<file path="config.mk">
export PLATFORM = sky130hd
export DESIGN_NAME = gpio_top
export DESIGN_NICKNAME = d
export VERILOG_FILES = /design/src/rtl/gpio_pkg.sv /design/src/rtl/tcb_pkg.sv /design/src/rtl/gpio_bank_demux.sv /design/src/rtl/gpio_ctrl.sv /design/src/rtl/gpio_input_sync.sv /design/src/rtl/gpio_top.sv
export SDC_FILE = /design/constraint.sdc
export NUM_CORES = 1
export LEC_CHECK = 0
export BUFFER_PORTS_ARGS = -buffer_cell sky130_fd_sc_hd__buf_2
export CAP_MARGIN = 0
export CORE_MARGIN = 2
export CORE_UTILIZATION = 53
export DETAILED_ROUTE_END_ITERATION = 16
export PLACE_DENSITY = 0.83
export SLEW_MARGIN = 15
export SYNTH_ARGS = -nofsm -noshare
export SYNTH_HDL_FRONTEND = slang
export SYNTH_SLANG_ARGS = --single-unit
</file>
<file path="constraint.sdc">
create_clock -name tcb_rdc -period 3.6 [get_ports tcb_rdc]
set_input_delay 0.54 -clock tcb_rdc [delete_from_list [all_inputs] [get_ports tcb_rdc]]
set_output_delay 0.54 -clock tcb_rdc [all_outputs]
set_load 0.01 [all_outputs]
</file>
<file path="src/rtl/gpio_pkg.sv">
//////////////////////////////
// gpio side definitions
// pin width, bank count, register map, input
// synchronizer depth and the per bank pad controls
//////////////////////////////

`default_nettype none

package gpio_pkg;

  // pins per bank
  localparam int unsigned gpio_w = 16;

  // banks behind the shared bus port
  localparam int unsigned gpio_banks = 2;

  // input synchronizer depth
  // 0 bypasses the chain
  localparam int unsigned gpio_cdc_stages = 2;

  //////////////////////////////
  // register map
  //////////////////////////////

  // offsets within one bank, low address nibble
  localparam logic [3:0] gpio_reg_out = 4'h0;
  localparam logic [3:0] gpio_reg_ena = 4'h4;
  localparam logic [3:0] gpio_reg_in  = 4'h8;

  // pad controls of one bank
  // o drives the pin level, e enables the driver
  typedef struct packed {
    logic [gpio_w-1:0] o;
    logic [gpio_w-1:0] e;
  } gpio_pad_t;

endpackage

`default_nettype wire

</file>
<file path="src/rtl/tcb_pkg.sv">
//////////////////////////////
// bus side definitions for the gpio subsystem
// widths, the address word layout and the independent
// read and write channel structs
// import inside a module body, scoped names in ports
//////////////////////////////

`default_nettype none

package tcb_pkg;

  // bus widths
  localparam int unsigned tcb_adr_w = 8;
  localparam int unsigned tcb_dat_w = 32;

  // address word, msb first
  // upr is ignored by the decode
  typedef struct packed {
    logic [tcb_adr_w-6:0] upr;
    logic                 bank;
    logic [3:0]           ofs;
  } tcb_adr_t;

  // write channel, one transfer per cycle with vld high
  typedef struct packed {
    logic                 vld;
    tcb_adr_t             adr;
    logic [tcb_dat_w-1:0] wdt;
  } tcb_wr_req_t;

  // read channel request
  typedef struct packed {
    logic     vld;
    tcb_adr_t adr;
  } tcb_rd_req_t;

  // read data, same cycle as the request
  typedef struct packed {
    logic [tcb_dat_w-1:0] rdt;
  } tcb_rd_rsp_t;

endpackage

`default_nettype wire

</file>
<file path="src/rtl/gpio_bank_demux.sv">
//////////////////////////////
// bank select for the shared bus port
// steers each strobe by the address bank bit and
// muxes the read data back, purely combinational
//////////////////////////////

`default_nettype none

module gpio_bank_demux (
  // shared bus side
  input  tcb_pkg::tcb_wr_req_t                           wr_req,
  input  tcb_pkg::tcb_rd_req_t                           rd_req,
  output tcb_pkg::tcb_rd_rsp_t                           rd_rsp,
  // per bank side
  output tcb_pkg::tcb_wr_req_t [gpio_pkg::gpio_banks-1:0] bank_wr_req,
  output tcb_pkg::tcb_rd_req_t [gpio_pkg::gpio_banks-1:0] bank_rd_req,
  input  tcb_pkg::tcb_rd_rsp_t [gpio_pkg::gpio_banks-1:0] bank_rd_rsp
);

  import gpio_pkg::*;

  // one hot bank hit per channel
  logic [gpio_banks-1:0] wr_sel;
  logic [gpio_banks-1:0] rd_sel;

  //////////////////////////////
  // bank decode
  //////////////////////////////

  always_comb begin
    for (int unsigned b = 0; b < gpio_banks; b++) begin
      // bank bit compared against the bank index
      wr_sel[b] = (wr_req.adr.bank == 1'(b));
      rd_sel[b] = (rd_req.adr.bank == 1'(b));
    end
  end

  //////////////////////////////
  // request fan out
  //////////////////////////////

  always_comb begin
    for (int unsigned b = 0; b < gpio_banks; b++) begin
      // address and data go to every bank
      bank_wr_req[b] = wr_req;
      bank_rd_req[b] = rd_req;
      // only the strobe is gated
      bank_wr_req[b].vld = wr_req.vld & wr_sel[b];
      bank_rd_req[b].vld = rd_req.vld & rd_sel[b];
    end
  end

  //////////////////////////////
  // read data return
  //////////////////////////////

  // addressed bank, even when vld is low
  assign rd_rsp = bank_rd_rsp[rd_req.adr.bank];

endmodule

`default_nettype wire

</file>
<file path="src/rtl/gpio_ctrl.sv">
//////////////////////////////
// one gpio bank on the split read/write bus
// holds the output and enable registers, decodes
// writes by offset and serves reads in the same cycle
// the bank field is resolved upstream
//////////////////////////////

`default_nettype none

module gpio_ctrl (
  input  logic                         tcb_rdc,
  input  logic                         rst_n,
  // bus channels, already gated to this bank
  input  tcb_pkg::tcb_wr_req_t         wr_req,
  input  tcb_pkg::tcb_rd_req_t         rd_req,
  output tcb_pkg::tcb_rd_rsp_t         rd_rsp,
  // pins
  input  logic [gpio_pkg::gpio_w-1:0]  gpio_i,
  output gpio_pkg::gpio_pad_t          pad
);

  import tcb_pkg::*;
  import gpio_pkg::*;

  // pins after the synchronizer
  logic [gpio_w-1:0] pin_sync;

  //////////////////////////////
  // input path
  //////////////////////////////

  gpio_input_sync #(
    .stages (gpio_cdc_stages)
  ) gpio_input_sync_inst (
    .tcb_rdc (tcb_rdc),
    .rst_n   (rst_n),
    .pin     (gpio_i),
    .sync    (pin_sync)
  );

  //////////////////////////////
  // write access
  //////////////////////////////

  // register updates on the strobe edge
  // pad follows right after that edge
  always_ff @(posedge tcb_rdc) begin
    if (!rst_n) begin
      pad.o <= '0;
      pad.e <= '0;
    end else if (wr_req.vld) begin
      // no byte enables, only low pin bits kept
      case (wr_req.adr.ofs)
        gpio_reg_out: pad.o <= wr_req.wdt[gpio_w-1:0];
        gpio_reg_ena: pad.e <= wr_req.wdt[gpio_w-1:0];
        // input register and holes are read only
        default: ;
      endcase
    end
  end

  //////////////////////////////
  // read access
  //////////////////////////////

  // decode runs regardless of vld
  // same cycle write is not yet visible here
  always_comb begin
    case (rd_req.adr.ofs)
      gpio_reg_out: rd_rsp.rdt = tcb_dat_w'(pad.o);
      gpio_reg_ena: rd_rsp.rdt = tcb_dat_w'(pad.e);
      gpio_reg_in:  rd_rsp.rdt = tcb_dat_w'(pin_sync);
      // unmapped offsets
      default:      rd_rsp.rdt = '0;
    endcase
  end

endmodule

`default_nettype wire

</file>
<file path="src/rtl/gpio_input_sync.sv">
//////////////////////////////
// register chain for asynchronous pin inputs
// brings a bank's pin word into the bus clock domain
// stages = 0 passes the pins straight through
//////////////////////////////

`default_nettype none

module gpio_input_sync #(
  parameter int unsigned stages = gpio_pkg::gpio_cdc_stages
) (
  input  logic                            tcb_rdc,
  input  logic                            rst_n,
  input  logic [gpio_pkg::gpio_w-1:0]     pin,
  output logic [gpio_pkg::gpio_w-1:0]     sync
);

  import gpio_pkg::*;

  if (stages == 0) begin : gen_bypass

    // no chain, pins used as they are
    assign sync = pin;

  end else begin : gen_chain

    // stage 0 samples the raw pins
    logic [stages-1:0][gpio_w-1:0] chain;

    always_ff @(posedge tcb_rdc) begin
      if (!rst_n) begin
        chain <= '0;
      end else begin
        chain[0] <= pin;
        // shift towards the last stage
        for (int unsigned i = 1; i < stages; i++) begin
          chain[i] <= chain[i-1];
        end
      end
    end

    // last stage is the stable value
    assign sync = chain[stages-1];

  end

endmodule

`default_nettype wire

</file>
<file path="src/rtl/gpio_top.sv">
//////////////////////////////
// gpio subsystem top level
// one split read/write bus port in front of
// gpio_banks bank controllers, address bit 4 picks the bank
//////////////////////////////

`default_nettype none

module gpio_top (
  input  logic                                             tcb_rdc,
  input  logic                                             rst_n,
  // bus port
  input  tcb_pkg::tcb_wr_req_t                             wr_req,
  input  tcb_pkg::tcb_rd_req_t                             rd_req,
  output tcb_pkg::tcb_rd_rsp_t                             rd_rsp,
  // pins, one word per bank
  input  logic [gpio_pkg::gpio_banks-1:0][gpio_pkg::gpio_w-1:0] gpio_i,
  output gpio_pkg::gpio_pad_t [gpio_pkg::gpio_banks-1:0]   pad
);

  import tcb_pkg::*;
  import gpio_pkg::*;

  // per bank channels between demux and controllers
  tcb_wr_req_t [gpio_banks-1:0] bank_wr_req;
  tcb_rd_req_t [gpio_banks-1:0] bank_rd_req;
  tcb_rd_rsp_t [gpio_banks-1:0] bank_rd_rsp;

  //////////////////////////////
  // bank select
  //////////////////////////////

  gpio_bank_demux gpio_bank_demux_inst (
    .wr_req      (wr_req),
    .rd_req      (rd_req),
    .rd_rsp      (rd_rsp),
    .bank_wr_req (bank_wr_req),
    .bank_rd_req (bank_rd_req),
    .bank_rd_rsp (bank_rd_rsp)
  );

  //////////////////////////////
  // bank controllers
  //////////////////////////////

  for (genvar b = 0; b < gpio_banks; b++) begin : gen_bank
    gpio_ctrl gpio_ctrl_inst (
      .tcb_rdc (tcb_rdc),
      .rst_n   (rst_n),
      .wr_req  (bank_wr_req[b]),
      .rd_req  (bank_rd_req[b]),
      .rd_rsp  (bank_rd_rsp[b]),
      .gpio_i  (gpio_i[b]),
      .pad     (pad[b])
    );
  end

endmodule

`default_nettype wire

</file>
==> metrics.md <==
| Metric | Value |
|---|---|
| Status | `finished clean` |
| Critical path class | `input port to output pin` |
| Die ar. | `0.01043 sq mm` |
| Die Y | `102.1 um` |
| WL/cell | `16.26 um` |
| CP endpoint kind | `output pin` |
| Clk_skew | `0.006121 ns` |
| Net Sw Power | `742.4 uW` |
| DRT iter0 DRCs | `158` |
| Pre-CTS WS | `0.9454 ns` |
| Synth top area cells | `dfxtp_1, mux2i_1, and2_1, nor2b_1, nand2_1` |
| RSZ-0062 raised after global routing | `no` |
| CP Launch Type | `input port` |
| Total wire length | `12.42 mm` |
| Largest net degree at the start of global routing | `129` |
| Clock power share | `48.5%` |
| Reg2reg setup slack | `2.90 ns` |
| N_diodes | `0` |
| Top-level port count | `180` |
| Clk root buf | `clkbuf_8` |
| TritonCTS buffer count | `17` |
| Floorplan row count | `35` |
| Max capacitance violation total | `0` |
| Final setup violation count | `0` |
| Vias in the first global route | `3864` |
| WP data arrival | `2.12 ns` |
| DRT antenna net count | `0` |
| Mapped Cells | `494` |
| Clk buf depth | `2` |
| Final setup margin | `0.9397 ns` |
| Hold buffer count at CTS | `0` |
| Post-CTS setup buffer count | `0` |
| Pins over their slew limit | `0` |
| Clock sinks | `128` |
| Setup TNS | `0 ns` |
| Comb power frac | `5.9%` |
| Hpwl dp | `8.471 mm` |
| Yosys top cell by area | `dfxtp_1` |
| Initial Util | `54.95%` |
| Residual DRC | `0` |
| Max FO, Critical Path | `32` |
| Int Pwr | `2.480 mW` |
| Vias/cell | `5.186` |
| Synth Warn # | `0` |
| VDD IR max | `0.0003127 V` |
| Reg2Reg Depth | `2` |
| Placed insts | `732` |
| First-pass GRT wire length | `19.23 mm` |
| Headroom to the max-slew limit | `23.07%` |
| Share of layout cells above drive strength 1 | `31.18%` |
| Port Buf Inserts | `140` |
| Mean area per synthesized cell | `10.33 sq um` |
| Fin crit share | `73.90%` |
| Synth cell types | `24` |
| Mapped Area | `0.005101 sq mm` |
| Final hold vios | `0` |
| Drt pass-1 iters | `5` |
| Nets@finish | `706` |
| RR Endpoint | `gen_bank[1].gpio_ctrl_inst.pad[8]$_SDFFE_PN0P_` |
| GRT Overall Usage | `24.42%` |
| Fmax achieved | `375.9 MHz` |
| Area grow syn2layout | `24.06%` |
| Initial antenna violation count | `0` |
| Reg2reg start | `gen_bank[1].gpio_ctrl_inst.pad[8]$_SDFFE_PN0P_` |
| Synth Register Bits | `128` |
| # fillers | `774` |
| Chip width | `102.1 um` |
| Most common flop cell mapped by yosys | `dfxtp_1` |
| Pwr Density | `509.2 mW/mm^2` |
| Hold Crit Start | `gpio_i[26]` |
| Minimum clock period | `2.660 ns` |
| Slew of the pin with the lowest slew margin | `1.151 ns` |
| Number of synthesized flops with an enable pin | `0` |
| Post-synthesis sequential area ratio | `50.23%` |
| CP required | `3.06 ns` |
| Synth top area share | `50.23%` |
| P_leak | `2.890 nW` |
| H-tree Lvls | `4` |
| Hold crit path type | `input port to flop` |
| Routed vias | `3962` |
| Post-cts sizing count | `0` |
| GRT overflow | `0` |
| Core footprint | `0.009284 sq mm` |
| Final cell count without fillers | `764` |
| Placer Congestion | `0.8623` |
| Sequential power share | `45.6%` |
| Net Sw Frac | `23.04%` |
| CTS tree | `built` |
| Clk_lat worst skew | `0.50 ns` |
| Reg clk slew, reported paths | `0.06 ns` |
| Post-synth ARST share | `0%` |
| Hold depth | `2` |
registers in the layout (all words and copies together) (netlist names):
register	count
gen_bank.gpio_ctrl_inst.pad	64
gen_bank.gpio_ctrl_inst.gpio_input_sync_inst.sync	32
gen_bank.gpio_ctrl_inst.gpio_input_sync_inst.gen_chain.chain	32
synth_stat cells (all sizes together), types with 2 or more instances:
cell      n
dfxtp   128
and2     64
mux2i    48
nand2    48
nor2b    48
buf      34
clkbuf   18
a21boi   16
a21oi    16
a221o    16
a22oi    16
and3     16
nor3     15
nor4b     3
nand3b    2
power groups by stage:
| stage | Clock, mW | Combinational [mW] | Sequential, mW |
|---|---|---|---|
| CTS | 1.59 | 0.193 | 1.47 |
| floorplan | 0 | 0.124 | 1.50 |
| finish | 1.56 | 0.191 | 1.47 |
| detailed placement | 0 | 0.192 | 1.50 |
| global route | 1.65 | 0.210 | 1.47 |
| global placement | 0 | 0.187 | 1.50 |
per-layer routing:
layer	up-vias	GRT usage, %	routed length [um]
met2	164	43.37	6356
met5	-	0	0
met3	28	7.319	1023
met1	1869	27.49	4736
li1	1901	-	-
met4	0	9.538	305
placed cells by master, fill, tap and decap left out, drive strengths merged:
| cell | synthesis | routed |
|---|---|---|
| buf | 34 | 146 |
| nor4 | 1 | 1 |
| nor2b | 48 | 48 |
| a21boi | 16 | 16 |
| a21oi | 16 | 16 |
| conb | 1 | 16 |
| a211o | 1 | 1 |
| nand2 | 48 | 48 |
| nand3 | 1 | 1 |
| clkinvlp | 0 | 5 |
| nand3b | 2 | 2 |
| nor4b | 3 | 3 |
| clkinv | 0 | 4 |
| a22oi | 16 | 16 |
| a221o | 16 | 16 |
| a311oi | 1 | 1 |
| bufinv | 0 | 1 |
| clkbuf | 18 | 18 |
| dfxtp | 128 | 128 |
| nor3 | 15 | 15 |
| and3 | 16 | 16 |
| inv | 0 | 4 |
| mux2i | 48 | 48 |
| and2 | 64 | 64 |
| nor3b | 1 | 1 |
worst max path at each step:
stage               startpoint    endpoint
finish               rd_req[3]   rd_rsp[5]
global route         rd_req[3]   rd_rsp[5]
CTS                  rd_req[3]  rd_rsp[12]
detailed placement   rd_req[3]  rd_rsp[12]
global placement     rd_req[3]   rd_rsp[0]
floorplan            rd_req[3]  rd_rsp[14]
critical path, cell delays in order:
cell	delay (ns)
buf_2	0.15
nor4_4	0.27
buf_4	0.40
a22oi_1	0.17
and3_1	0.23
nor3_2	0.19
buf_2	0.17
through the flow:
stage	util, %	total power, mW	hold slack (ns)	area [sq um]
after floorplan	-	1.621	0.4119	5157
after global placement	62.16	1.685	0.4155	5771
after detailed placement	62.16	1.691	0.4196	5771
after CTS	68.17	3.250	0.2168	6329
after global routing	68.17	3.332	0.2275	6329
final	68.17	3.222	0.2362	6329
layout make-up:
cell class                      count  area, sq um  share of cell area (%)
Multi-Input combinational cell    329         2301                   36.36
Tap cell                          129        161.4                   2.550
Clock inverter                     14        130.1                   2.056
Clock buffer                       18        427.9                   6.762
Timing Repair Buffer              146        745.7                   11.78
Sequential cell                   128         2562                   40.49
logic make-up (layout without fill, tap and decap cells):
logic type      after synthesis  after routing  synth area share (%)
mux                          48             48                 9.419
compound gates               66             66                 9.762
flops                       128            128                 50.23
simple gates                199            199                 24.63
buf+inv                      52            178                 5.887
other cells                   1             16               0.07351
Power figures use the tool's default switching activity.
